### config.mk
export PLATFORM = sky130hd
export DESIGN_NAME = via_tick_gen
export DESIGN_NICKNAME = d
export VERILOG_FILES = /design/src/design/mac_glue_pkg.sv /design/src/design/via_tick_gen.sv
export SDC_FILE = /design/constraint.sdc
export NUM_CORES = 1
export LEC_CHECK = 0
export BUFFER_PORTS_ARGS = -buffer_cell sky130_fd_sc_hd__clkbuf_2
export CORE_AREA = 2 2 39 41
export CTS_CLUSTER_DIAMETER = 120
export CTS_CLUSTER_SIZE = 30
export DETAILED_ROUTE_END_ITERATION = 10
export DIE_AREA = 0 0 41 43
export GPL_ROUTABILITY_DRIVEN = 0
export GPL_TIMING_DRIVEN = 0
export PLACE_DENSITY = 0.72
export SYNTH_ARGS = -nofsm -noshare
export SYNTH_HDL_FRONTEND = slang
export SYNTH_SLANG_ARGS = --single-unit
### constraint.sdc
create_clock -name clk_cpu -period 3.15 [get_ports clk_cpu]
set_input_delay 0.315 -clock clk_cpu [delete_from_list [all_inputs] [get_ports clk_cpu]]
set_output_delay 0.315 -clock clk_cpu [all_outputs]
set_load 0.01 [all_outputs]
### src/design/mac_glue_pkg.sv
package mac_glue_pkg;

  // ==========================================================================
  // Bus widths and types
  // ==========================================================================
  typedef logic [15:0] word_t;     // CPU data bus
  typedef logic [22:0] waddr_t;    // CPU byte address bits 23..1
  typedef logic [3:0]  via_idx_t;  // VIA register select, A12..A9

  // Memory depths, both mirror across their regions
  localparam int ROM_WORDS = 16;
  localparam int RAM_WORDS = 1024;

  // Region codes on A23..A20
  localparam logic [3:0] REGION_LOW = 4'h0;  // 0x0-0x3, only top two bits compared
  localparam logic [3:0] REGION_ROM = 4'h4;
  localparam logic [3:0] REGION_RAM = 4'h6;
  localparam logic [3:0] REGION_VIA = 4'hE;

  // ==========================================================================
  // VIA
  // ==========================================================================
  localparam via_idx_t VIA_T2_LO = 4'h8;
  localparam via_idx_t VIA_T2_HI = 4'h9;
  localparam via_idx_t VIA_SR    = 4'hA;
  localparam via_idx_t VIA_ACR   = 4'hB;
  localparam via_idx_t VIA_IFR   = 4'hD;
  localparam via_idx_t VIA_IER   = 4'hE;
  localparam via_idx_t VIA_PORTA = 4'hF;

  // IFR / IER bit positions
  localparam int INT_ONESEC   = 0;
  localparam int INT_VBLANK   = 1;
  localparam int INT_KEYREADY = 2;
  localparam int INT_T2       = 5;

  localparam logic [2:0] ACR_SR_OUT        = 3'b111;  // SR shift out, keyboard
  localparam logic [7:0] PORTA_RESET       = 8'h7F;
  localparam int         PORTA_OVERLAY_BIT = 4;       // Overlay while low
  localparam logic [7:0] VIA_LOW_BYTE      = 8'hEF;
  localparam logic [7:0] VIA_UNUSED        = 8'hBE;

  localparam int TIMER_DIV     = 32;  // Clocks per timer tick
  localparam int VSYNC_PER_SEC = 60;

endpackage

### src/design/via_tick_gen.sv
`timescale 1ns/1ps

module via_tick_gen (
  input  logic clk_cpu,
  input  logic reset,
  input  logic vsync,
  output logic timer_strobe,
  output logic vblank_pulse,
  output logic onesec_pulse
);
  import mac_glue_pkg::*;

  logic [$clog2(TIMER_DIV)-1:0] div;
  logic                         vsync_d;
  logic [5:0]                   sec_cnt;   // Vsyncs within the current second
  logic                         vsync_fall;

  assign vsync_fall = vsync_d && !vsync;

  always_ff @(posedge clk_cpu) begin
    if (reset) begin
      div          <= '0;
      vsync_d      <= 1'b0;  // No false edge if vsync starts high
      sec_cnt      <= '0;
      timer_strobe <= 1'b0;
      vblank_pulse <= 1'b0;
      onesec_pulse <= 1'b0;
    end else begin
      // Timer tick divider, free running
      div          <= (div == TIMER_DIV - 1) ? '0 : div + 1'b1;
      timer_strobe <= (div == TIMER_DIV - 1);

      vsync_d      <= vsync;
      vblank_pulse <= vsync_fall;
      onesec_pulse <= vsync_fall && (sec_cnt == 6'(VSYNC_PER_SEC - 1));
      if (vsync_fall) sec_cnt <= (sec_cnt == 6'(VSYNC_PER_SEC - 1)) ? '0 : sec_cnt + 1'b1;
    end
  end

endmodule

* After elaboration in Yosys (flattened, before gate mapping) *
Index checks and enable logic that the tools add are counted.

word-level totals
  bits in registers = 15
  input port bits = 3
  output and inout bits = 3
  word-level logic and storage cells = 15

operators by class
  add/subtract/negate cells = 2
  equal/unequal tests = 2
  muxes and demuxes = 1
  reductions and logical operators = 4

operators by type and width
  operator                                     count
  adder 6 x 1 -> 6 bit, second input constant  1
  == test 6 bit, second input constant         1
  2-to-1 mux 6 bit                             1
  adder 5 x 1 -> 5 bit, second input constant  1
  == test 5 bit, second input constant         1
  logical AND 1 bit                            2
  OR reduction 2 bit                           1
  logical NOT 1 bit                            1

* Logic depth before layout (Yosys ltp) *
Gate-level depths: netlist of run 1.

  word-level depth = 3
  gate-level depth with buffers = 4

* Worst setup path before layout of run 1 *
Ideal clock, no wire load.

  kind = flip-flop to flip-flop
  start = register sec_cnt[0]
  end = register sec_cnt[4]
  setup time = 0.071 ns
  data arrival time = 1.121 ns
  data required time = 3.079 ns
  path slack = 1.958 ns
  cell stages (with the launch flop) = 5
  clock period less this slack = 1.192 ns
  cell sequence = dfxtp_1 > ha_1 > nand3b_1 > or3_1 > a21oi_1

between the ends
  word-level cells in the longest chain between the ends = 2

RTL lines
  what                                                          line                source
  start, declared                                               via_tick_gen.sv:15  logic [5:0] sec_cnt;
  start signal, assigned                                        via_tick_gen.sv:36  if (vsync_fall) sec_cnt <= (sec_cnt == 6'(VSYNC_PER_SEC - 1)) ? '0 : sec_cnt + 1'b1;
  adder 6 x 1 -> 6 bit / == test 6 bit (equally long branches)  via_tick_gen.sv:36
  2-to-1 mux 6 bit (*)                                          via_tick_gen.sv:36

Every way passes the cells marked *; elsewhere a longest branch is shown, timed or not.
A chain may end at the register's enable or synchronous reset.

* Final worst setup path of run 1 *
Same ends and word-level chain as after synthesis.

==> impl_metrics.csv, run 1 <==
group,metric,value,unit
sta,rsz0062_at_grt,"no",
grt,grt_max_degree,11,
synthesis,synth.net_count,66,
critical_path,critPathBufInv,0,
floorplanning,rows,14,
worst_hold_path,hold_path.class,"input pin to flop",
critical_path,critical_path_arrival,1.53,ns
place,hpwl,664,microns
critical_path,required,3.37,ns
clock_network,cts_buffers,3,
finish,n_antenna_cell,0,
sta,hold_viol,0,
critical_path,cp-end-kind,"flop",
critical_path,worstReg2RegEnd,"sec_cnt[4]$_SDFFE_PP0P_",
power_and_ir_drop,p_per_area,491,nW/um^2
finish,nNetsFinal,76,
clock_network,clock_sinks,15,
power_and_ir_drop,p_leak,0.249,nW
synthesis,netlist_instances,60,
place,io_buffers,5,
floorplanning,die_h,43,microns
detailed_routing,routed_wl,909,microns
synthesis,ys_ff_latch,15,
finish,area_growth,12.5,%
detailed_routing,drc,0,
clock_network,cts_buffer_depth,2,
detailed_routing,dr.pass1.iters,2,
worst_hold_path,whs_path_depth,2,
sta,min_period_over_period,41.6,%
critical_path,path_delay_family,"simple AND/OR/NAND/NOR gates",
detailed_routing,routed-via-count,444,
critical_path,r2r_cells,4,
power_and_ir_drop,peakVddDrop,0.270,mV
synthesis,avgSynthCellArea,9.70,sq um
synthesis,synthTopCellsByArea,"dfxtp_1 (52%), ha_1 (6.5%), a21oi_1 (4.3%), o21ai_0 (4.3%), nor3b_1 (3.9%)",
floorplanning,start_util,42.0,%
finish,multiInputGateArea,270,sq um
detailed_routing,routedWlPerCell,10.7,microns
finish,design_area,654,sq um
finish,regArea,300,sq um
clock_network,insertion_delay,0.29,ns
synthesis,synth_top_area_cell,"dfxtp_1",
finish,drive_gt1_share,13.0,%
detailed_routing,antenna_left,0,
floorplanning,die_area,1760,sq um
synthesis,yosys_warnings,0,
grt,grt_usage,14.0,%
finish,final_cell_mix,"dfxtp_1 (15), o21ai_0 (5), a21oi_1 (5), clkbuf_2 (5), nor3_1 (4)",
floorplanning,core,1380,sq um
critical_path,critPathMaxFanout,6,
synthesis,synth_seq_area_share,51.6,%
floorplanning,io_pins,6,
floorplanning,die_w,41,microns
synthesis,synth.cell_area,582,sq um
worst_hold_path,hold_path.startpoint,"reset",
grt,grt_pass1_vias,389,
sta,setup_ws,1.84,ns
synthesis,synth_top_area_share,51.6,%
place,placed_cell_area,627,sq um
critical_path,r2r-start,"sec_cnt[0]$_SDFFE_PP0P_",
finish,fillCellCount,138,
finish,final_common_cell,"dfxtp_1",
grt,grt_pass1_wl,1580,microns
critical_path,worst-setup-path-type,"flop to flop",
clock_network,htreeDepth,1,
sta,finalClockSkew,0.00341,ns
critical_path,crit_slowest_cell,"dfxtp_1",
flow_run,cap_violations,0,
sta,tightest_slew,0.435,ns
critical_path,reg2reg_slack,1.84,ns
clock_network,cts_hold_buffers,0,
worst_hold_path,hold_end,"timer_strobe$_SDFF_PP0_",
grt,grt_antenna_before_repair,0,
detailed_routing,viasPerCell,5.22,
synthesis,synth.distinct_cells,21,
clock_network,cts_root_buf,"clkbuf_4",
clock_network,post_cts_resize_count,0,
sta,clock.fmax,763,MHz
detailed_routing,drtIter0Drc,8,
clock_network,cts_tree,"yes",
sta,finalCriticalPeriod,1.31,ns
place,preCtsSetupSlack,1.85,ns
outcome,status,"completed",
critical_path,worstPathCellList,"ha_1, nand3b_1, or3_1, a21oi_1",
clock_network,clkSlewWorstSetupHoldPaths,0.09,ns
sta,drv_slew,0,
sta,setup_viol,0,
sta,maxSlewHeadroom,71.0,%
critical_path,slowest_delay,0.38,ns
grt,gr-total-overflow,0,
clock_network,postCtsSetupBuffers,0,
sta,tns,0,ns
critical_path,worst_setup_path_start_kind,"flop",
layout make-up:
cell class	count	area share, %
flip-flops and latches	15	45.9
repair buffers	5	3.82
well taps	16	3.06
clock inverters	1	0.765
inverters	2	1.15
clock buffers	3	3.44
multi-input cells	42	41.3
plain buffers	1	0.574
state kept, by name (all words and copies together) (netlist names):
signal        flops
timer_strobe      1
onesec_pulse      1
sec_cnt           6
vblank_pulse      1
vsync_d           1
div               5
power by group:
| group | switching [W] | internal, W |
|---|---|---|
| Clock | 0.0000618 | 0.0000473 |
| Sequential | 0.00000356 | 0.000195 |
| Combinational | 0.00000718 | 0.00000716 |
synth_stat cells:
master     n
a21oi_1    5
and3_1     1
clkbuf_1   1
dfxtp_1   15
ha_1       3
inv_1      2
mux2i_1    1
nand2_1    3
nand2b_1   1
nand3_1    2
nand3b_1   2
nand4b_1   2
nor2_1     2
nor2b_1    2
nor3_1     4
nor3b_1    3
o21ai_0    5
o21bai_1   1
or3_1      3
xnor2_1    1
xor2_1     1
worst max-delay path by stage:
stage / cells past startpoint / end / slack (ns) / startpoint
finish: 4 / sec_cnt[4]$_SDFFE_PP0P_ / 1.84 / sec_cnt[0]$_SDFFE_PP0P_
floorplan: 4 / sec_cnt[4]$_SDFFE_PP0P_ / 1.96 / sec_cnt[0]$_SDFFE_PP0P_
CTS: 4 / sec_cnt[4]$_SDFFE_PP0P_ / 1.82 / sec_cnt[0]$_SDFFE_PP0P_
global placement: 4 / sec_cnt[4]$_SDFFE_PP0P_ / 1.90 / sec_cnt[0]$_SDFFE_PP0P_
detailed placement: 4 / sec_cnt[4]$_SDFFE_PP0P_ / 1.85 / sec_cnt[0]$_SDFFE_PP0P_
global route: 4 / sec_cnt[4]$_SDFFE_PP0P_ / 1.69 / sec_cnt[0]$_SDFFE_PP0P_
layer usage:
metal / share of wire [%] / vias up / GRT usage [%]
met4: 5.1 / 0 / 14.0
met2: 42 / 8 / 17.2
li1: - / 231 / -
met5: 0 / - / 0
met3: 4.2 / 5 / 4.71
met1: 49 / 200 / 17.6
kinds of logic after synthesis:
logic type | after synthesis | synth area share [%]
muxes | 1 | 1.72
DFF | 15 | 51.6
and+or+nand+nor | 25 | 25.4
buffers and inverters | 3 | 1.94
adders and majority gates | 3 | 6.45
AOI/OAI and AO/OA | 11 | 9.89
xor gates and xnor gates | 2 | 3.01
through the flow:
stage | utilization [%] | total power (W) | cells | hold slack [ns]
CTS | 47.3 | 0.000327 | 85 | 0.240
detailed placement | 45.3 | 0.000217 | 81 | 0.460
global placement | 45.3 | 0.000217 | 81 | 0.451
floorplan | - | 0.000212 | 60 | 0.387
finish | 47.3 | 0.000322 | 85 | 0.243
global route | 47.3 | 0.000336 | 85 | 0.256
(Power assumes the default switching activity.)
==> inputs of run 2 (changes only) <==
==> constraint.sdc (replaced) <==
create_clock -name clk_cpu -period 1.31 [get_ports clk_cpu]
set_input_delay 0.131 -clock clk_cpu [delete_from_list [all_inputs] [get_ports clk_cpu]]
set_output_delay 0.131 -clock clk_cpu [all_outputs]
set_load 0.01 [all_outputs]
==> run 2 against run 1 <==
Final cell count increased by 1.2%. Via count rose by 1.4%. Design area grew 3.4%. Critical path type unchanged. Clock power up 140%. Critical endpoint is now div[4]$_SDFF_PP0_. Power grew 140%. Combinational power grew to 2.6 times the previous value. Routed wire length increased by 4.5%. Global-route usage rose by 0.10 points. Die area stayed put. Non-clock buffer count rose by 1.
==> impl_metrics.csv, run 2 (synthesis results as in run 1) <==
group,metric,value,unit
clock_network,clkSlewWorstSetupHoldPaths,0.09,ns
sta,finalCriticalPeriod,1.23,ns
power_and_ir_drop,total_power,0.000776,W
sta,clock.fmax,811,MHz
worst_hold_path,hold_path.class,"input pin to flop",
clock_network,cts_root_buf,"clkbuf_4",
detailed_routing,routedWlPerCell,11.0,microns
critical_path,required,1.48,ns
clock_network,htreeDepth,1,
finish,utilization,48.9,%
power_and_ir_drop,combPwrFrac,4.7,%
sta,rsz0062_at_grt,"no",
detailed_routing,met3_length,40,microns
critical_path,worstReg2RegEnd,"div[4]$_SDFF_PP0_",
finish,area_growth,16.3,%
sta,drv_slew,0,
power_and_ir_drop,p_leak,0.256,nW
place,dp.cells,81,
detailed_routing,met2_length,415,microns
finish,largest_reg_flops,6,
place,preCtsSetupSlack,0.0115,ns
flow_run,cap_violations,0,
power_and_ir_drop,intPower,0.000600,W
clock_network,insertion_delay,0.29,ns
detailed_routing,routed-via-count,450,
detailed_routing,met1Wirelength,447,microns
critical_path,worst_setup_path_start_kind,"flop",
worst_hold_path,hold_end,"vsync_d$_SDFF_PP0_",
finish,final_cell_mix,"dfxtp_1 (13), o21ai_0 (5), a21oi_1 (5), clkbuf_2 (5), nor3_1 (4)",
finish,final_common_cell,"dfxtp_1",
sta,finalClockSkew,0.00320,ns
finish,nNetsFinal,77,
outcome,status,"completed",
detailed_routing,drtIter0Drc,6,
finish,regArea,303,sq um
detailed_routing,antenna_left,0,
clock_network,cts_buffer_depth,2,
sta,setup_viol,0,
sta,hold_viol,0,
finish,stdcell_count,86,
power_and_ir_drop,peakVddDrop,0.632,mV
power_and_ir_drop,p_per_area,1150,nW/um^2
sta,setup_ws,0.0777,ns
grt,grt_antenna_before_repair,0,
critical_path,r2r_cells,4,
grt,grt_max_degree,11,
sta,tns,0,ns
detailed_routing,drc,0,
finish,top_regs,"sec_cnt: 6 flops, div: 5 flops",
floorplanning,die_area,1760,sq um
finish,fillCellCount,135,
critical_path,critPathMaxFanout,3,
clock_network,cts_buffers,3,
finish,multiInputGateArea,283,sq um
power_and_ir_drop,p_sw_share,22.6,%
clock_network,clock_sinks,15,
finish,drive_gt1_share,21.4,%
detailed_routing,viasPerCell,5.23,
grt,gr-total-overflow,0,
place,hpwl,664,microns
finish,n_antenna_cell,0,
sta,tightest_slew,0.495,ns
grt,grt_pass1_vias,393,
worst_hold_path,whs_path_depth,2,
grt,grt_pass1_wl,1590,microns
sta,maxSlewHeadroom,67.0,%
detailed_routing,dr.max_layer_used,"met4",
floorplanning,io_pins,6,
worst_hold_path,hold_path.startpoint,"reset",
floorplanning,core,1380,sq um
floorplanning,start_util,42.0,%
grt,grt_usage,14.1,%
clock_network,cts_hold_buffers,0,
power_and_ir_drop,clkPwrFrac,33.8,%
detailed_routing,dr.pass1.iters,3,
clock_network,cts_tree,"yes",
floorplanning,die_w,41,microns
power_and_ir_drop,p_seq_share,61.5,%
critical_path,reg2reg_slack,0.08,ns
critical_path,worst-setup-path-type,"flop to flop",
place,io_buffers,5,
critical_path,cp-end-kind,"flop",
floorplanning,rows,14,
power_and_ir_drop,power.switching,0.000175,W
finish,top_register,"sec_cnt",
detailed_routing,routed_wl,950,microns
floorplanning,die_h,43,microns
critical_path,critical_path_arrival,1.40,ns
sta,min_period_over_period,94.1,%
critical_path,r2r-start,"div[0]$_SDFF_PP0_",
[run 2: worst max-delay path: stages (launching register included)]
cell and delay [ns]:
dfxtp_1 0.36, ha_1 0.19, and3_1 0.16, ha_2 0.26, nor3b_2 0.14
[run 2: layout make-up]
cell class,count,share of cell area (%)
clock inverters,1,0.739
repair buffers,6,4.81
multi-input cells,42,41.8
inverters,2,1.11
clock buffers,3,3.33
plain buffers,1,0.555
flip-flops and latches,15,44.7
well taps,16,2.96
[run 2: worst max path at each step]
| stage | slack [ns] | startpoint | endpoint |
|---|---|---|---|
| finish | 0.08 | div[0]$_SDFF_PP0_ | div[4]$_SDFF_PP0_ |
| global route | 0.0003 | div[0]$_SDFF_PP0_ | div[4]$_SDFF_PP0_ |
| CTS | 0.08 | sec_cnt[0]$_SDFFE_PP0P_ | sec_cnt[4]$_SDFFE_PP0P_ |
| detailed placement | 0.01 | sec_cnt[0]$_SDFFE_PP0P_ | sec_cnt[4]$_SDFFE_PP0P_ |
| global placement | 0.06 | sec_cnt[0]$_SDFFE_PP0P_ | sec_cnt[4]$_SDFFE_PP0P_ |
| floorplan | 0.12 | sec_cnt[0]$_SDFFE_PP0P_ | sec_cnt[4]$_SDFFE_PP0P_ |
[run 2: metal layers]
| metal | vias up | GRT usage [%] |
|---|---|---|
| li1 | 234 | - |
| met3 | 5 | 4.71 |
| met5 | - | 0 |
| met4 | 0 | 14.0 |
| met2 | 8 | 17.5 |
| met1 | 203 | 17.6 |
[run 2: repair_timing]
action,4_1_cts,5_1_grt
buffers inserted,1,0
resized for setup,0,5
setup endpoints to repair,1,3
[run 2: metrics by stage]
stage               hold slack [ns]  area [sq um]
floorplan                     0.203           582
global placement              0.365           627
detailed placement            0.372           627
CTS                          0.0558           662
global route                 0.0755           677
finish                       0.0603           677
[run 2: power by group through the flow]
stage                     registers [W]  clock network [W]   logic, W
final                          0.000477           0.000262  0.0000365
after global placement         0.000487                  0  0.0000338
after global routing           0.000479           0.000289  0.0000420
after floorplan                0.000486                  0  0.0000240
after CTS                      0.000477           0.000274  0.0000348
after detailed placement       0.000487                  0  0.0000346
==> inputs of run 3 (changes only) <==
--- a/config.mk
+++ b/config.mk
@@ -5,6 +5,7 @@
 export SDC_FILE = /design/constraint.sdc
 export NUM_CORES = 1
 export LEC_CHECK = 0
+export ABC_AREA = 1
 export BUFFER_PORTS_ARGS = -buffer_cell sky130_fd_sc_hd__clkbuf_2
 export CORE_AREA = 2 2 39 41
 export CTS_CLUSTER_DIAMETER = 120
@@ -13,7 +14,7 @@
 export DIE_AREA = 0 0 41 43
 export GPL_ROUTABILITY_DRIVEN = 0
 export GPL_TIMING_DRIVEN = 0
-export PLACE_DENSITY = 0.72
+export PLACE_DENSITY = 0.75
 export SYNTH_ARGS = -nofsm -noshare
 export SYNTH_HDL_FRONTEND = slang
 export SYNTH_SLANG_ARGS = --single-unit
==> run 3 against run 2 <==
Design area increased by 7.4%. Largest cell class unchanged. Fmax increased by 0.83%. Critical path depth is 4 higher.
==> impl_metrics.csv, run 3 <==
group,metric,value,unit
outcome,status,"completed",
synthesis,yosys_warnings,0,
sta,maxSlewHeadroom,87.4,%
power_and_ir_drop,peakVddDrop,0.563,mV
synthesis,synthTopCellsByCount,"dfxtp_1 (15), nor2_1 (13), inv_1 (12), nand2_1 (10), nand3_1 (5)",
synthesis,synth-simple-area-share,28.2,%
power_and_ir_drop,p_per_area,1090,nW/um^2
power_and_ir_drop,power.switching,0.000182,W
synthesis,synth_adder_area_share,6.09,%
sta,finalClockSkew,0.00612,ns
finish,top_register,"sec_cnt",
clock_network,clkSlewWorstSetupHoldPaths,0.09,ns
critical_path,crit_slowest_cell,"dfxtp_2",
power_and_ir_drop,intPower,0.000609,W
finish,drive_gt1_share,29.8,%
clock_network,cts_root_buf,"clkbuf_4",
detailed_routing,antenna_left,0,
synthesis,netlist_instances,74,
synthesis,synth_compound_area_share,6.29,%
synthesis,synth_ff_type,"dfxtp_1",
critical_path,critical_path_arrival,1.44,ns
synthesis,synth_top_area_share,48.7,%
floorplanning,rows,14,
grt,grt_pass1_vias,407,
detailed_routing,routedWlPerCell,9.53,microns
worst_hold_path,hold_path.class,"input pin to flop",
synthesis,synth-xor-area-share,2.84,%
synthesis,avgSynthCellArea,8.34,sq um
flow_run,cap_violations,0,
finish,n_antenna_cell,0,
sta,setup_viol,0,
synthesis,synth_top_family_by_area,"simple AND/OR/NAND/NOR gates",
floorplanning,core,1380,sq um
clock_network,clock_sinks,15,
grt,grt_antenna_before_repair,0,
place,hpwl,665,microns
floorplanning,die_area,1760,sq um
synthesis,synth_seq_area_share,48.7,%
finish,final_common_cell,"dfxtp_1",
grt,grt_usage,13.5,%
sta,drv_slew,0,
power_and_ir_drop,total_power,0.000791,W
critical_path,slowest_delay,0.34,ns
grt,grt_max_degree,10,
synthesis,synthMuxAreaShare,0,%
power_and_ir_drop,p_leak,0.290,nW
synthesis,synth.distinct_cells,18,
floorplanning,die_h,43,microns
critical_path,critPathMaxFanout,5,
detailed_routing,viasPerCell,4.43,
floorplanning,io_pins,6,
synthesis,synthTopCellsByArea,"dfxtp_1 (49%), nor2_1 (7.9%), inv_1 (7.3%), ha_1 (6.1%), nand2_1 (6.1%)",
critical_path,worst-setup-path-type,"flop to flop",
finish,top_regs,"sec_cnt: 6 flops, div: 5 flops",
grt,grt_pass1_wl,1500,microns
detailed_routing,routed-via-count,443,
place,io_buffers,5,
clock_network,cts_tree,"yes",
synthesis,synthArstFlopShare,0,%
power_and_ir_drop,clkPwrFrac,32.2,%
sta,rsz0062_at_grt,"no",
sta,tns,0,ns
sta,min_period_over_period,93.3,%
critical_path,worstPathCellList,"ha_4, nand2_2, nor2_2, ha_2, inv_2, nand2_4, o21bai_1, a21oi_1",
detailed_routing,drtIter0Drc,9,
detailed_routing,dr.pass1.iters,2,
critical_path,worst_setup_path_start_kind,"flop",
finish,final_cell_mix,"dfxtp_1 (13), nor2_1 (12), inv_1 (11)",
detailed_routing,routed_wl,953,microns
synthesis,synth.cell_area,617,sq um
finish,nNetsFinal,91,
finish,largest_reg_flops,6,
synthesis,synth_edf_count,0,
power_and_ir_drop,p_seq_share,61.0,%
power_and_ir_drop,p_sw_share,23.0,%
critical_path,critPathBufInv,1,
sta,clock.fmax,818,MHz
synthesis,ys_ff_latch,15,
clock_network,htreeDepth,1,
power_and_ir_drop,combPwrFrac,6.8,%
critical_path,path_delay_family,"flip-flops",
sta,hold_viol,0,
sta,finalCriticalPeriod,1.22,ns
synthesis,synth.net_count,80,
finish,area_growth,17.8,%
grt,gr-total-overflow,0,
floorplanning,die_w,41,microns
sta,tightest_slew,0.188,ns
clock_network,insertion_delay,0.28,ns
finish,fillCellCount,130,
critical_path,required,1.53,ns
clock_network,cts_buffers,3,
detailed_routing,drc,0,
floorplanning,start_util,44.6,%
clock_network,cts_buffer_depth,2,
synthesis,post-synth-top-count-cell,"dfxtp_1",
synthesis,synth_top_area_cell,"dfxtp_1",
critical_path,cp-end-kind,"flop",
run 3: changes by cell type after synthesis, moves of 2 or more:
cell,previous run,this run
nor3_1,4,2
nand2_1,3,10
nand3b_1,2,0
inv_1,2,12
o21ai_0,5,1
or3_1,3,0
nor3b_1,3,1
nand4b_1,2,0
a21oi_1,5,2
nand3_1,2,5
nor2b_1,2,0
nor2_4,0,2
nor2_1,2,13
run 3: cell families after synthesis:
family          Yosys count
flops                    15
fa+ha+maj                 3
buf+inv                  13
compound gates            5
xor+xnor                  2
simple gates             36
run 3: repair_timing:
action / CTS / global route
hold buffers: 0 / 0
setup buffers: 1 / 0
gates resized for setup: 3 / 7
setup endpoints to repair: 1 / 2
pin swaps: 0 / 1
run 3: power groups by stage:
stage | sequential [W] | combinational (W) | clock, W
3_3_place_gp | 0.000489 | 0.0000433 | 0
6_report | 0.000483 | 0.0000539 | 0.000255
4_1_cts | 0.000479 | 0.0000496 | 0.000272
3_5_place_dp | 0.000489 | 0.0000449 | 0
5_1_grt | 0.000484 | 0.0000630 | 0.000291
2_1_floorplan | 0.000488 | 0.0000318 | 0
run 3: path summary, 6_finish.rpt:
path,slack [ns],start,endpoint,cells past startpoint
setup / recovery,0.09,div[0]$_SDFF_PP0_,div[3]$_SDFF_PP0_,8
hold / removal,0.07,reset,vblank_pulse$_SDFF_PP0_,2
setup reg to reg,0.09,div[0]$_SDFF_PP0_,div[3]$_SDFF_PP0_,8
hold reg to reg,0.50,sec_cnt[5]$_SDFFE_PP0P_,sec_cnt[5]$_SDFFE_PP0P_,2
run 3: final cells by class:
cell class	instances	area [sq um]	share of cell area [%]
Sequential cell	15	303	41.7
Multi-Input combinational cell	46	295	40.6
Inverter	13	48.8	6.71
Timing Repair Buffer	6	32.5	4.48
Clock buffer	3	22.5	3.10
Tap cell	16	20.0	2.75
Clock inverter	1	5.00	0.688
run 3: stage by stage:
step	instance area [sq um]	utilization [%]	cells	hold slack (ns)	setup slack [ns]
CTS	701	50.6	100	0.0578	0.0103
floorplan	617	-	74	0.203	0.0843
global placement	662	47.8	95	0.367	-0.00105
finish	727	52.5	100	0.0669	0.0878
global route	727	52.5	100	0.0694	0.0170
detailed placement	662	47.8	95	0.370	-0.0346
run 3: metal layers:
metal,share of wire [%],track usage [%],vias to the layer above
li1,-,-,246
met1,45,13.9,187
met2,48,20.0,8
met3,5.9,9.42,2
met4,0.94,6.00,0
met5,0,0,-
run 3: worst register-to-register path, cell delays in order (launching register included):
cell and delay (ns):
dfxtp_2 0.34, ha_4 0.16, nand2_2 0.07, nor2_2 0.04, ha_2 0.16, inv_2 0.07, nand2_4 0.06, o21bai_1 0.15
a21oi_1 0.11
