### config.mk
export PLATFORM = sky130hd
export DESIGN_NAME = bus_ctrl_flat
export DESIGN_NICKNAME = d
export VERILOG_FILES = /design/src/design/mac_glue_pkg.sv /design/src/design/mac_bus_if.sv /design/src/design/bus_ctrl.sv /design/src/flat_wrapper.sv
export SDC_FILE = /design/constraint.sdc
export NUM_CORES = 1
export LEC_CHECK = 0
export BUFFER_PORTS_ARGS = -buffer_cell sky130_fd_sc_hd__buf_4
export CORE_ASPECT_RATIO = 1.25
export CORE_MARGIN = 2
export CORE_UTILIZATION = 46
export CTS_BUF_LIST = sky130_fd_sc_hd__clkbuf_16
export CTS_CLUSTER_DIAMETER = 80
export DETAILED_ROUTE_END_ITERATION = 12
export HOLD_SLACK_MARGIN = 0.03
export PLACE_DENSITY = 0.88
export SLEW_MARGIN = 20
export SYNTH_ARGS = -nofsm -noshare
export SYNTH_HDL_FRONTEND = slang
export SYNTH_SLANG_ARGS = --single-unit
### constraint.sdc
create_clock -name clk_cpu -period 2.97 [get_ports clk_cpu]
set_clock_uncertainty 0.15 [all_clocks]
set_input_delay 0.594 -clock clk_cpu [delete_from_list [all_inputs] [get_ports clk_cpu]]
set_output_delay 0.594 -clock clk_cpu [all_outputs]
set_load 0.02 [all_outputs]
### src/design/mac_glue_pkg.sv
package mac_glue_pkg;

  // ==========================================================================
  // Bus widths and types
  // ==========================================================================
  typedef logic [15:0] word_t;     // CPU data bus
  typedef logic [22:0] waddr_t;    // CPU byte address bits 23..1
  typedef logic [3:0]  via_idx_t;  // VIA register select, A12..A9

  // Memory depths, both mirror across their regions
  localparam int ROM_WORDS = 16;
  localparam int RAM_WORDS = 1024;

  // Region codes on A23..A20
  localparam logic [3:0] REGION_LOW = 4'h0;  // 0x0-0x3, only top two bits compared
  localparam logic [3:0] REGION_ROM = 4'h4;
  localparam logic [3:0] REGION_RAM = 4'h6;
  localparam logic [3:0] REGION_VIA = 4'hE;

  // ==========================================================================
  // VIA
  // ==========================================================================
  localparam via_idx_t VIA_T2_LO = 4'h8;
  localparam via_idx_t VIA_T2_HI = 4'h9;
  localparam via_idx_t VIA_SR    = 4'hA;
  localparam via_idx_t VIA_ACR   = 4'hB;
  localparam via_idx_t VIA_IFR   = 4'hD;
  localparam via_idx_t VIA_IER   = 4'hE;
  localparam via_idx_t VIA_PORTA = 4'hF;

  // IFR / IER bit positions
  localparam int INT_ONESEC   = 0;
  localparam int INT_VBLANK   = 1;
  localparam int INT_KEYREADY = 2;
  localparam int INT_T2       = 5;

  localparam logic [2:0] ACR_SR_OUT        = 3'b111;  // SR shift out, keyboard
  localparam logic [7:0] PORTA_RESET       = 8'h7F;
  localparam int         PORTA_OVERLAY_BIT = 4;       // Overlay while low
  localparam logic [7:0] VIA_LOW_BYTE      = 8'hEF;
  localparam logic [7:0] VIA_UNUSED        = 8'hBE;

  localparam int TIMER_DIV     = 32;  // Clocks per timer tick
  localparam int VSYNC_PER_SEC = 60;

endpackage

### src/design/mac_bus_if.sv
`timescale 1ns/1ps

interface mac_bus_if;
  import mac_glue_pkg::*;

  // Decoded access, driven by the bus controller
  logic   access;   // One cycle per bus cycle
  logic   we;
  waddr_t addr;
  logic   ube;      // Upper byte lane, D15..D8
  logic   lbe;      // Lower byte lane
  word_t  wdata;
  logic   via_cs;
  logic   ram_cs;
  logic   rom_cs;

  // Read data back, valid the edge after access
  logic [7:0] via_rdata;
  word_t      mem_rdata;

  modport ctrl (
    output access, we, addr, ube, lbe, wdata, via_cs, ram_cs, rom_cs,
    input  via_rdata, mem_rdata
  );

  modport via (
    input  access, we, addr, ube, wdata, via_cs,
    output via_rdata
  );

  modport mem (
    input  access, we, addr, ube, lbe, wdata, ram_cs, rom_cs,
    output mem_rdata
  );

endinterface

### src/design/bus_ctrl.sv
`timescale 1ns/1ps

module bus_ctrl (
  input  logic                clk_cpu,
  input  logic                reset,
  input  logic                req,
  input  logic                we,
  input  mac_glue_pkg::waddr_t addr,
  input  logic                ube,
  input  logic                lbe,
  input  mac_glue_pkg::word_t wdata,
  input  logic                overlaid,   // From VIA port A
  output logic                ack,
  output mac_glue_pkg::word_t rdata,
  mac_bus_if.ctrl             bus
);
  import mac_glue_pkg::*;

  typedef enum logic [1:0] {
    ST_IDLE,
    ST_ACCESS,    // access pulse out
    ST_RESPOND,   // slaves have data, capture and ack
    ST_RELEASE    // wait for req low
  } state_t;

  state_t     state;
  logic [3:0] region;
  logic       dec_via;
  logic       dec_ram;
  logic       dec_rom;
  logic       start;
  word_t      rd_mux;

  assign region = addr[22:19];  // A23..A20
  assign start  = (state == ST_IDLE) && req;

  // ==========================================================================
  // Address decode with boot overlay
  // ==========================================================================
  always_comb begin
    dec_via = 1'b0;
    dec_ram = 1'b0;
    dec_rom = 1'b0;
    if (region[3:2] == REGION_LOW[3:2]) begin
      dec_ram = overlaid;   // RAM at 0 once the overlay is on
      dec_rom = !overlaid;  // ROM at 0 out of reset
    end else begin
      case (region)
        REGION_ROM: dec_rom = 1'b1;
        REGION_RAM: dec_ram = !overlaid;  // Moves to 0 under overlay
        REGION_VIA: dec_via = 1'b1;
        default: ;                        // Unmapped, reads zero
      endcase
    end
  end

  // Read return, VIA sits on the upper byte only
  assign rd_mux = bus.via_cs ? {bus.via_rdata, VIA_LOW_BYTE} :
                  (bus.ram_cs || bus.rom_cs) ? bus.mem_rdata :
                  '0;

  // ==========================================================================
  // Four-phase handshake
  // ==========================================================================
  always_ff @(posedge clk_cpu) begin
    if (reset) begin
      state      <= ST_IDLE;
      ack        <= 1'b0;
      bus.access <= 1'b0;
      bus.via_cs <= 1'b0;
      bus.ram_cs <= 1'b0;
      bus.rom_cs <= 1'b0;
    end else begin
      bus.access <= 1'b0;
      case (state)
        ST_IDLE: if (req) begin
          state      <= ST_ACCESS;
          bus.access <= 1'b1;
          bus.via_cs <= dec_via;  // Selects frozen for the whole cycle
          bus.ram_cs <= dec_ram;
          bus.rom_cs <= dec_rom;
        end
        ST_ACCESS:  state <= ST_RESPOND;
        ST_RESPOND: begin
          state <= ST_RELEASE;
          ack   <= 1'b1;
        end
        ST_RELEASE: if (!req) begin  // Ack held while master holds req
          state <= ST_IDLE;
          ack   <= 1'b0;
        end
        default: state <= ST_IDLE;
      endcase
    end
  end

  // Request and read data registers
  always_ff @(posedge clk_cpu) begin
    if (start) begin
      bus.we    <= we;
      bus.addr  <= addr;
      bus.ube   <= ube;
      bus.lbe   <= lbe;
      bus.wdata <= wdata;
    end
    if (state == ST_RESPOND) rdata <= rd_mux;  // Stable until next cycle
  end

endmodule

### src/flat_wrapper.sv
// flat-port wrapper written by rule: the top's interface ports become plain ports
module bus_ctrl_flat import mac_glue_pkg::*;
  (clk_cpu, reset, req, we, addr, ube, lbe, wdata, overlaid, ack, rdata, bus_access, bus_we, bus_addr, bus_ube, bus_lbe, bus_wdata, bus_via_cs, bus_ram_cs, bus_rom_cs, bus_via_rdata, bus_mem_rdata);
  mac_bus_if bus_i ();
  input  logic clk_cpu;
  input  logic reset;
  input  logic req;
  input  logic we;
  input  mac_glue_pkg::waddr_t addr;
  input  logic ube;
  input  logic lbe;
  input  mac_glue_pkg::word_t wdata;
  input  logic overlaid;
  output logic ack;
  output mac_glue_pkg::word_t rdata;
  output wire logic [$bits(bus_i.access)-1:0] bus_access;
  output wire logic [$bits(bus_i.we)-1:0] bus_we;
  output wire logic [$bits(bus_i.addr)-1:0] bus_addr;
  output wire logic [$bits(bus_i.ube)-1:0] bus_ube;
  output wire logic [$bits(bus_i.lbe)-1:0] bus_lbe;
  output wire logic [$bits(bus_i.wdata)-1:0] bus_wdata;
  output wire logic [$bits(bus_i.via_cs)-1:0] bus_via_cs;
  output wire logic [$bits(bus_i.ram_cs)-1:0] bus_ram_cs;
  output wire logic [$bits(bus_i.rom_cs)-1:0] bus_rom_cs;
  input wire logic [$bits(bus_i.via_rdata)-1:0] bus_via_rdata;
  input wire logic [$bits(bus_i.mem_rdata)-1:0] bus_mem_rdata;
  assign bus_access = bus_i.access;
  assign bus_we = bus_i.we;
  assign bus_addr = bus_i.addr;
  assign bus_ube = bus_i.ube;
  assign bus_lbe = bus_i.lbe;
  assign bus_wdata = bus_i.wdata;
  assign bus_via_cs = bus_i.via_cs;
  assign bus_ram_cs = bus_i.ram_cs;
  assign bus_rom_cs = bus_i.rom_cs;
  assign bus_i.via_rdata = bus_via_rdata;
  assign bus_i.mem_rdata = bus_mem_rdata;
  bus_ctrl u_core (.clk_cpu(clk_cpu), .reset(reset), .req(req), .we(we), .addr(addr), .ube(ube), .lbe(lbe), .wdata(wdata), .overlaid(overlaid), .ack(ack), .rdata(rdata), .bus(bus_i));
endmodule
Word level (Yosys, flattened, before mapping)
Cells that the tools add are included.

operators by class
  bitwise logic cells = 2
  reductions and logical operators = 11
  eq/ne operators = 8
  mux-type cells = 14

operators with widths
  operator                                        count
  2-to-1 mux 16 bit                               2
  == test 4 x 3 -> 1 bit (second input constant)  2
  2-to-1 mux 1 bit                                8
  one-hot mux 2 bit (4 select lines)              1
  AND reduction 2 bit                             3
  == test 2 bit (second input constant)           2
  == test 4 bit (second input constant)           1
  logical NOT 2 bit                               2
  2-to-1 mux 2 bit                                2
  inequality test 2 bit (second input constant)   2
  OR reduction 2 bit                              2
  == test 2 x 1 -> 1 bit (second input constant)  1
  NOT 1 bit                                       2
  one-hot mux 1 bit (2 select lines)              1
  nonzero test 2 bit                              1
  logical AND 1 bit                               1
  logical NOT 1 bit                               1
  logical OR 1 bit                                1

storage, ports and cells
  logic and storage cells = 49
  register bits after elaboration = 65
  input bits = 70
  output and inout port bits = 63

Longest topological paths before layout
Gate-level depths: netlist of run 1.

  depth after elaboration = 3
  depth in mapped cells = 5
  gate-level depth less buffers = 5

Least setup slack after synthesis of run 1
No wires, ideal clock.

  path type = in2reg
  start = input port req
  end = register u_core.bus.addr[0], enable pin
  arrival = 1510 ps
  stages on the path = 2
  path buffers = 0
  setup slack = 913 ps
  path through = nand2_2 -> inv_1

on the way
  cells in the longest elaborated chain, start to end = 1

ends and longest elaborated chain
  what                    line               text
  start, declared         flat_wrapper.sv:7  input logic req;
  logical AND 1 bit       bus_ctrl.sv:35     assign start = (state == ST_IDLE) && req;
  named net u_core.start  bus_ctrl.sv:31     logic start;
  end, declared           mac_bus_if.sv:22   output access, we, addr, ube, lbe, wdata, via_cs, ram_cs, rom_cs,

The timed path passes the listed nets, and every way through them passes these cells.
A chain may end at the register's enable or synchronous reset.

Worst setup path after layout of run 1
  start = register u_core.bus.via_cs
  end = output port bus_via_cs

RTL lines
  what                    line                text
  start, declared         mac_bus_if.sv:22
  start signal, assigned  bus_ctrl.sv:79      bus.via_cs <= dec_via;
  end, declared           flat_wrapper.sv:22  output wire logic [$bits(bus_i.via_cs)-1:0] bus_via_cs;

No word-level cell between the ends.

==> results by group, run 1 <==
Outcome
  – Outcome: finished clean

STA
  – Fin. max-slew vios: 0
  – Fmax: about 560 MHz
  – Final hold viol count: 0
  – Period utilization: 0.6037
  – Unrepaired setup endpoints after global routing: false
  – Final Setup Violations: 0
  – Final Critical Period: about 1800 ps
  – Hold WS: between 300 and 400 ps
  – Post-route setup TNS: 0 ps
  – Least-Margin Pin Slew: approximately 770 ps
  – Rel. slew slack: 0.4892

Layout
  – # fillers: around 310
  – Syn-to-layout area delta: 59.56%
  – Share of post-route cells with drive strength above 1: 0.5376
  – ANT cells: 0
  – Nets: roughly 350

Detailed routing
  – Via density: ~4.7
  – Post-Route WL: around 5.2 mm
  – DR pass1 iterations: 4
  – DR DRC count: 0
  – Initial DRC Count: 130
  – Vias: ~1600
  – Post-route ant nets: 0
  – Avg WL per Cell: between 15 and 20 um

Clock network
  – Clock sinks: 65
  – Worst-Skew Late Latency: 310 ps
  – H-tree depth: 3
  – Number of gates resized after CTS: 0
  – TritonCTS clock tree: yes
  – Root buffer cell: clkbuf_16
  – Clock Path Buffers: 2
  – CTS buffer count: 9
  – Post-CTS Hold Fix Bufs: 0
  – Postcts setup bufs: 0
  – Reg clk slew, reported paths: around 50 ps

Pwr
  – Logic pwr share: 0.266
  – Leakage dissipation: roughly 1.6 nW
  – Switching share of power: 0.2884
  – Switch Pwr: ~0.91 mW
  – Total power per unit cell area: roughly 870 mW/mm^2
  – Reg power frac: 0.423
  – Clock share of power: 0.311
  – Power Internal: 2.245 mW
  – VDD IR max: between 0.4 and 0.5 mV

Floorplan
  – Row count: 28
  – Chip width: 66.85 um
  – DIE HEIGHT: around 83 um
  – IO Pins: ~130
  – Core ar.: about 0.0047 mm^2
  – Die ar.: approximately 0.0055 mm^2
  – Starting density of the core: 0.4802

Synth
  – Sequential-to-total area share from yosys stat: 0.8287
  – Yosys reg bits: 65
  – Gate Count Post-Synth: between 100 and 150
  – Mapped Area: roughly 0.0023 mm^2
  – Synth Area in Simple Gates: 0.05950
  – Compound-Gate Fraction of Synth Area: 0.06556
  – Multiplexer share of the synthesized area: 0.008815
  – Syn_nets: between 200 and 250
  – Synth warn: 0
  – Post-synthesis xor/xnor area fraction: 0
  – Post-Synth Adder-Cell Area: 0.02204
  – Library cells used by synthesis: 22
  – Main combinational cell family by area after synthesis: compound AO/OA/AOI/OAI gates
  – Syn Area/Cell: 17.07 um^2

Worst setup path
  – Crit-path most repeated cell: buf_4
  – CP delay by family, top: buffers and inverters
  – Critical path capture point type: primary output
  – CP arrival: between 1000 and 1500 ps
  – Max FO, Critical Path: 26
  – Worst path bufs/invs: 2
  – Startpoint Class: flip-flop
  – Type of the worst setup path: flip-flop to primary output
  – Required time of the critical path: between 2000 and 2500 ps
  – Crit-path cells: buf_4 -> buf_4
  – Crit-path max cell delay: ~300 ps
  – Slowest cell on crit path: dfxtp_1

Run
  – Max Cap Violations: 0

Placement
  – Detailed Place HPWL: about 4 mm
  – # port buffers: around 130
  – GP Congestion: roughly 0.80

Global route
  – Initial antenna violation count: 0
  – All-layer global routing usage: 0.1835
  – First-pass GRT wire length: 7.272 mm
  – Overflow left after global routing: 0
  – Vias in the first global route: about 1500
  – Largest net degree at the start of global routing: 43

Worst hold path
  – Hold WC Path Type: input port to flip-flop
[layout make-up]
type                            instances  area (um^2)  share of cell area
Inverter                                5        18.77            0.005180
Clock inverter                          7        62.56             0.01727
Sequential cell                        65         1882              0.5193
Timing Repair Buffer                  134         1006              0.2776
Tap cell                               60        75.07             0.02072
Multi-Input combinational cell         59        354.1             0.09772
Clock buffer                            9        225.2             0.06215
[kinds of logic (layout without fill, tap and decap cells)]
kind of cell / count (synthesis) / count (layout)
multiplexers: 2 / 2
AO/OA/AOI/OAI: 23 / 23
flip-flops: 65 / 65
AND/OR/NAND/NOR: 30 / 30
adder cells (fa/ha/maj): 4 / 4
buffers and inverters: 9 / 155
[synth_stat cells (all sizes together)]
master | number | area, um^2
edfxtp | 58 | 1742
nand2 | 20 | 77.58
o21ai | 9 | 45.04
a21o | 7 | 52.55
dfxtp | 7 | 140.1
inv | 5 | 18.77
ha | 4 | 50.05
nor2 | 4 | 15.01
clkbuf | 3 | 11.26
a21oi | 2 | 10.01
a32o | 2 | 20.02
mux2i | 2 | 20.02
nand2b | 2 | 12.51
a211oi | 1 | 7.510
and3b | 1 | 8.760
buf | 1 | 5.000
nor3 | 1 | 5.000
o22ai | 1 | 6.260
o31ai | 1 | 7.510
or2 | 1 | 6.260
or4b | 1 | 10.01
[stage by stage]
stage,area (um^2),power [mW],setup WS [ps],std cells,util
6_report,3623,3.155,1177,339,0.7661
3_3_place_gp,3336,2.171,1169,323,0.7053
4_1_cts,3623,3.184,1160,339,0.7661
3_5_place_dp,3336,2.202,1155,323,0.7053
2_1_floorplan,2271,1.790,913.3,133,-
5_1_grt,3623,3.296,1115,339,0.7661
[power by group through the flow]
stage	Combinational, mW	Sequential, mW	Clock, mW
detailed placement	0.847	1.36	0
global placement	0.826	1.34	0
finish	0.838	1.34	0.982
floorplan	0.204	1.59	0
CTS	0.847	1.34	0.998
global route	0.902	1.35	1.04
[state kept, by name, indices dropped and copies added, names as in the netlist]
signal             count
u_core.bus.wdata      16
u_core.bus.via_cs      1
u_core.bus.lbe         1
u_core.bus.ram_cs      1
u_core.bus.ube         1
u_core.bus.addr       23
u_core.rdata          16
u_core.bus.access      1
u_core.state           2
u_core.bus.we          1
u_core.ack             1
u_core.bus.rom_cs      1
[metal layers]
layer,vias to the layer above,track usage,part of all wire
met3,4,0.07453,0.11
met2,93,0.3110,0.51
met1,714,0.2144,0.37
met4,0,0.05510,0.0056
met5,-,0,0
li1,777,-,-
[worst paths after layout]
check	to	slack (ps)	startpoint	cells past startpoint
worst max-delay path	bus_via_cs	1180	u_core.bus.via_cs	2
worst min-delay path	u_core.bus.wdata[6]	300	wdata[6]	1
worst max register to register	u_core.bus.addr[15]	1240	u_core.state[0]	5
worst min register to register	u_core.ack	340	u_core.ack	2
[cells in the final DEF, fill, tap and decap left out]
cell / Yosys / layout
nand2b_1: 2 / 2
a211oi_1: 1 / 1
nor3_1: 1 / 1
nor2_1: 4 / 4
clkinv_2: 0 / 2
o31ai_1: 1 / 1
buf_4: 0 / 134
inv_1: 5 / 6
or2_2: 1 / 1
nand2_1: 19 / 19
a21oi_1: 2 / 2
a21o_1: 7 / 7
nand2_2: 1 / 1
clkinvlp_4: 0 / 2
or4b_1: 1 / 1
bufinv_16: 0 / 1
o22ai_1: 1 / 1
ha_1: 4 / 4
a32o_1: 2 / 2
and3b_1: 1 / 1
edfxtp_1: 58 / 58
mux2i_1: 2 / 2
clkbuf_16: 0 / 9
clkinv_1: 0 / 1
dfxtp_1: 7 / 7
o21ai_0: 9 / 9
[worst register-to-register path, delay by kind of cell, from the launching register on]
family	cells	cell delay, ps
AND/OR/NAND/NOR	1	100
adder cells (fa/ha/maj)	1	200
flip-flops	1	320
buffers and inverters	3	590
No activity file was read; power rests on OpenSTA's default activity.
==> run 2: changes to the inputs <==
CORE_UTILIZATION = 43   (was 46)
PLACE_DENSITY = 0.83   (was 0.88)
clock period = 1.8 ns   (was 2.97 ns; I/O delays follow)
==> run 2 against run 1 <==
Net effect:
- register-to-register slack got worse by 1000 ps
- sequential cell count unchanged
- count of clock-buffer cells in the layout unchanged
- clock power increased by 81%
- non-clock buffer count increased by 1
- cell count increased by 0.88%
- via count increased by 2.0%
==> results by group, run 2 (synthesis results as in run 1) <==
Outcome
  – Outcome: finished clean

STA
  – Fin. max-slew vios: 0 (unchanged)
  – Final hold viol count: 0 (unchanged)
  – Hold WS: 65.13 ps (-236.8 ps)
  – Final Critical Period: around 1600 ps
  – Unrepaired setup endpoints after global routing: false
  – Post-route setup TNS: 0 ps (unchanged)
  – Final Setup Violations: 0 (unchanged)
  – Final setup margin: 190.4 ps (-986.7 ps)
  – Period utilization: 0.8942
  – Rel. slew slack: 0.7321 (+0.2429)
  – Fmax: around 620 MHz
  – Least-Margin Pin Slew: 401.3 ps (-364.9 ps)

Detailed routing
  – Initial DRC Count: 128 (-1.5%)
  – DR DRC count: 0 (unchanged)
  – Post-Route WL: 5.554 mm (+6.5%)
  – Avg WL per Cell: 16.24 um (+5.6%)
  – DR pass1 iterations: 4 (unchanged)
  – Vias: 1619 (+2.0%)
  – Via density: 4.734 (+1.1%)
  – Post-route ant nets: 0 (unchanged)

Pwr
  – Leakage dissipation: 1.617 nW (+1.0%)
  – VDD IR max: 0.8231 mV (+68%)
  – Switching share of power: 0.2852 (-0.003160)
  – Switch Pwr: 1.553 mW (+71%)
  – Power Internal: 3.890 mW (+73%)
  – Reg power frac: 0.406 (-0.017)
  – Total power per unit cell area: 1478 mW/mm^2 (+70%)
  – Logic pwr share: 0.266 (about the same)
  – Total power: 5.443 mW (+72%)
  – Clock share of power: 0.327 (+0.016)

Floorplan
  – Chip width: 69 um (+3.2%)
  – Row count: 29 (+3.6%)
  – Core ar.: 0.005080 mm^2 (+7.4%)
  – IO Pins: 133 (unchanged)
  – Die ar.: 0.005882 mm^2 (+6.6%)
  – DIE HEIGHT: 85.25 um (+3.3%)
  – Starting density of the core: 0.4470 (-0.03311)

Layout
  – Share of post-route cells with drive strength above 1: 0.5536 (+0.01594)
  – Reg area: 0.001884 mm^2 (+0.13%)
  – Syn-to-layout area delta: 62.15%
  – Register name with the most flops: u_core.bus.addr
  – Biggest regs: u_core.bus.addr x23, u_core.bus.wdata x16, u_core.rdata x16
  – Most frequent cells in the layout: buf_4, edfxtp_1, nand2_1
  – Most common cell after layout, fill and taps aside: buf_4
  – ANT cells: 0 (unchanged)
  – Max FFs per register: 23 (unchanged)
  – Area of the multi-input gates: 361.6 um^2 (+2.1%)
  – Nets: 349 (+0.29%)
  – # fillers: 338 (+8.3%)

Clock network
  – Root buffer cell: clkbuf_16
  – Clock sinks: 65 (unchanged)
  – Post-CTS Hold Fix Bufs: 0 (unchanged)
  – Postcts setup bufs: 0 (unchanged)
  – H-tree depth: 3 (unchanged)
  – Reg clk slew, reported paths: 50 ps (about the same)
  – Clock Path Buffers: 2 (unchanged)
  – TritonCTS clock tree: yes
  – CTS buffer count: 9 (unchanged)
  – Worst-Skew Late Latency: 320 ps (about the same)
  – Number of gates resized after CTS: 0 (unchanged)

Worst hold path
  – Hold WC Path Type: input port to flip-flop

Worst setup path
  – Critical path capture point type: primary output
  – Type of the worst setup path: flip-flop to primary output
  – Crit-path max cell delay: 560 ps (+260 ps)
  – Slowest cell on crit path: dfxtp_1
  – Startpoint Class: flip-flop
  – Max FO, Critical Path: 14 (-46%)
  – CP delay by family, top: flip-flops
  – Crit-path cells: buf_4
  – Worst path bufs/invs: 1 (-1)
  – CP arrival: 1100 ps (+50 ps)
  – Required time of the critical path: 1290 ps (-940 ps)

Placement
  – Post-Place Worst Slack: 239.4 ps (-916.0 ps)
  – Detailed Place HPWL: 4.194 mm (+4.4%)
  – GP Congestion: 0.7462 (-6.7%)
  – # port buffers: 132 (unchanged)

Global route
  – Overflow left after global routing: 0 (unchanged)
  – First-pass GRT wire length: 8.321 mm (+14%)
  – All-layer global routing usage: 0.1893 (+0.005783)
  – Vias in the first global route: 1622 (+9.8%)
  – Initial antenna violation count: 0 (unchanged)
  – Largest net degree at the start of global routing: 43 (unchanged)

Run
  – Max Cap Violations: 0 (unchanged)
-- run 2: changes by cell type in the layout (fill, tap and decap cells not counted), moves of 2 or more --
cell	delta
clkinv_1	+2
dfxtp_1	-2
dfxtp_2	+2
inv_1	-3
-- run 2: metrics by stage --
step | util | instance area [um^2] | std cells
after floorplan | - | 2285 | 133
final | 0.7249 | 3682 | 342
after global placement | 0.6638 | 3372 | 326
after CTS | 0.7249 | 3682 | 342
after global routing | 0.7249 | 3682 | 342
after detailed placement | 0.6638 | 3372 | 326
-- run 2: cell type report --
type	count	share of cell area
inverter	5	0.006116
sequential	65	0.5117
timing repair buffer	135	0.2786
clock inverter	7	0.02311
multi-input combinational	59	0.09820
clock buffer	9	0.06116
tap	62	0.02107
-- run 2: layer usage --
layer | up-vias | track usage | part of all wire
li1 | 780 | - | -
met1 | 736 | 0.2257 | 0.39
met2 | 93 | 0.3112 | 0.51
met3 | 10 | 0.06176 | 0.082
met4 | 0 | 0.09091 | 0.019
met5 | - | 0 | 0
-- run 2: power groups by stage --
stage               logic (mW)  registers, mW  clock network, mW
finish                    1.45           2.21               1.78
global placement          1.42           2.23                  0
CTS                       1.47           2.22               1.81
detailed placement        1.46           2.25                  0
floorplan                0.362           2.62                  0
global route              1.54           2.25               1.88
-- run 2: worst paths after layout --
kind | from | endpoint | slack, ps | cells after the start
setup reg to reg | u_core.state[1] | u_core.bus.via_cs | 230 | 5
hold reg to reg | u_core.ack | u_core.ack | 330 | 2
setup / recovery | u_core.bus.via_cs | bus_via_cs | 190 | 1
hold / removal | addr[0] | u_core.bus.addr[0] | 70 | 1
==> run 3: changes to the inputs <==
ABC_AREA = 1   (was unset)
PLACE_DENSITY = 0.82   (was 0.83)
==> run 3 against run 2 <==
Net effect:
- combinational power is 21% higher
- count of clock-buffer cells in the layout stayed put
- global-route usage is 0.75 points lower
- clock power is 12% lower
==> results by group, run 3 <==
Synth
  – Top post-synthesis cells by area: edfxtp_1, dfxtp_1, nand2_1, o21ai_2, inv_1
  – Syn Area/Cell: 15.12 um^2 (-11%)
  – EDFF count, synth: 58 (unchanged)
  – Most used DFF post-synth: edfxtp_1
  – Sequential-to-total area share from yosys stat: 0.8030 (-0.02566)
  – Top cells by count, synth: edfxtp_1, nand2_1, inv_1, o21ai_0, nor2_1
  – Gate Count Post-Synth: 155 (+17%)
  – Yosys reg bits: 65 (unchanged)
  – Library cells used by synthesis: 17 (-23%)
  – Area fraction of the dominant cell type after synthesis: 0.7432 (-0.02375)
  – Mapped Area: 0.002343 mm^2 (+3.2%)
  – Async SR Flop Fraction: 0 (unchanged)
  – Syn_nets: 229 (+11%)
  – Synth warn: 0 (unchanged)
  – Largest area contributor in the netlist: edfxtp_1
  – Most common cell in the netlist: edfxtp_1

Detailed routing
  – Avg WL per Cell: 14.83 um (-8.7%)
  – DR pass1 iterations: 4 (unchanged)
  – Vias: 1721 (+6.3%)
  – M1 wire length: 1.873 mm (-13%)
  – Initial DRC Count: 220 (+72%)
  – Post-route ant nets: 0 (unchanged)
  – DR DRC count: 0 (unchanged)
  – Met3 wire len: 273 um (-40%)
  – Post-Route WL: 5.473 mm (-1.5%)
  – WL met2: 3.253 mm (+15%)
  – Top routing layer used: met4
  – Via density: 4.664 (-1.5%)

Layout
  – Nets: 374 (+7.2%)
  – Max FFs per register: 23 (unchanged)
  – Most common cell after layout, fill and taps aside: buf_4
  – # fillers: 384 (+14%)
  – Biggest regs: u_core.bus.addr x23, u_core.bus.wdata x16, u_core.rdata x16
  – Final core occ: 0.6984 (-0.02652)
  – Fin cells: 369 (+7.9%)
  – Syn-to-layout area delta: 58.84%
  – ANT cells: 0 (unchanged)
  – Share of post-route cells with drive strength above 1: 0.5344 (-0.01915)
  – Most frequent cells in the layout: buf_4, edfxtp_1, nand2_1
  – Post-route cell area: 0.003722 mm^2 (+1.1%)
  – Register name with the most flops: u_core.bus.addr

Floorplan
  – DIE HEIGHT: 86.54 um (+1.5%)
  – Chip width: 70.03 um (+1.5%)
  – Die ar.: 0.006060 mm^2 (+3.0%)
  – Starting density of the core: 0.4397 (-0.007373)
  – Row count: 30 (+3.4%)
  – IO Pins: 133 (unchanged)
  – Core ar.: 0.005330 mm^2 (+4.9%)

Global route
  – Largest net degree at the start of global routing: 34 (-21%)
  – Overflow left after global routing: 0 (unchanged)
  – First-pass GRT wire length: 8.217 mm (-1.2%)
  – All-layer global routing usage: 0.1818 (-0.007489)
  – Initial antenna violation count: 0 (unchanged)
  – Vias in the first global route: 1654 (+2.0%)

Outcome
  – Outcome: finished clean

Worst setup path
  – Worst path bufs/invs: 1 (unchanged)
  – CP arrival: 1110 ps (about the same)
  – CP delay by family, top: flip-flops
  – Crit-path cells: buf_4
  – Slowest cell on crit path: dfxtp_1
  – Crit-path max cell delay: 570 ps (about the same)
  – Required time of the critical path: 1290 ps (about the same)
  – Max FO, Critical Path: 11 (-3)
  – Critical path capture point type: primary output
  – Startpoint Class: flip-flop
  – Type of the worst setup path: flip-flop to primary output

Pwr
  – Total power per unit cell area: 1522 mW/mm^2 (+2.9%)
  – VDD IR max: 1.174 mV (+43%)
  – Leakage dissipation: 1.644 nW (+1.7%)
  – Total power: 5.664 mW (+4.1%)

STA
  – Post-route setup TNS: 0 ps (unchanged)
  – Period utilization: 0.9008 (+0.006609)
  – Final Critical Period: 1621 ps (+11.90 ps)
  – Fmax: 616.7 MHz (-0.73%)
  – Final Setup Violations: 0 (unchanged)
  – Least-Margin Pin Slew: 418.1 ps (+16.80 ps)
  – Final hold viol count: 0 (unchanged)
  – Fin. max-slew vios: 0 (unchanged)
  – Unrepaired setup endpoints after global routing: false
  – Final setup margin: 178.6 ps (-11.90 ps)
  – Rel. slew slack: 0.7209 (-0.01121)
  – Hold WS: 66.18 ps (+1.043 ps)

Placement
  – # port buffers: 132 (unchanged)
  – Detailed Place HPWL: 4.212 mm (+0.44%)
  – Placed cells: 353 (+8.3%)
  – Post-DP Area: 0.003442 mm^2 (+2.1%)
  – GP Congestion: 0.7943 (+6.4%)
  – Post-Place Worst Slack: 354.5 ps (+115.1 ps)

Worst hold path
  – Hold WC Path Type: input port to flip-flop

Run
  – Max Cap Violations: 0 (unchanged)

Clock network
  – Post-CTS Hold Fix Bufs: 0 (unchanged)
  – Reg clk slew, reported paths: 60 ps (about the same)
  – H-tree depth: 3 (unchanged)
  – Clock Path Buffers: 2 (unchanged)
  – Worst-Skew Late Latency: 310 ps (about the same)
  – TritonCTS clock tree: yes
  – Postcts setup bufs: 0 (unchanged)
  – Number of gates resized after CTS: 0 (unchanged)
  – Clock sinks: 65 (unchanged)
  – Root buffer cell: clkbuf_16
  – CTS buffer count: 9 (unchanged)
==> run 3: changes by cell type in the layout (fill, tap and decap cells not counted), sizes merged, moves of 4 or more <==
cell	previous run	this run
a21o	7	0
clkinv	5	1
inv	4	20
o21ai	9	21
clkinvlp	1	5
nor2	4	11
nand2	20	25
==> run 3: power breakdown <==
part / total (mW) / internal [mW] / switching (mW)
Sequential: 2.36 / 2.18 / 0.178
Clock: 1.56 / 0.936 / 0.628
Combinational: 1.75 / 0.714 / 1.03
Total: 5.66 / 3.83 / 1.84
==> run 3: area by class of cell <==
type	instances	area [um^2]	share of cell area
Clock inverter	7	55.05	0.01479
Multi-Input combinational cell	70	380.4	0.1022
Timing Repair Buffer	135	1026	0.2756
Tap cell	64	80.08	0.02151
Inverter	19	73.82	0.01983
Clock buffer	9	225.2	0.06050
Sequential cell	65	1882	0.5055
==> run 3: metal layers <==
layer | track usage | up-vias
met5 | 0 | -
met4 | 0.07343 | 0
met3 | 0.04884 | 8
met2 | 0.3472 | 63
met1 | 0.1870 | 815
li1 | - | 835
==> run 3: cells by family after synthesis <==
group / count (synthesis) / synth area share
DFF: 65 / 0.8030
and+or+nand+nor: 41 / 0.06995
AOI/OAI and AO/OA: 25 / 0.07101
buffers and inverters: 20 / 0.03470
adders and majority gates: 4 / 0.02136
==> run 3: final timing paths <==
path	from	endpoint	slack (ps)	cells past startpoint
hold reg to reg	u_core.ack	u_core.ack	320	2
setup / recovery	u_core.bus.via_cs	bus_via_cs	180	1
setup reg to reg	u_core.state[1]	u_core.bus.rom_cs	340	7
hold / removal	wdata[8]	u_core.bus.wdata[8]	70	1
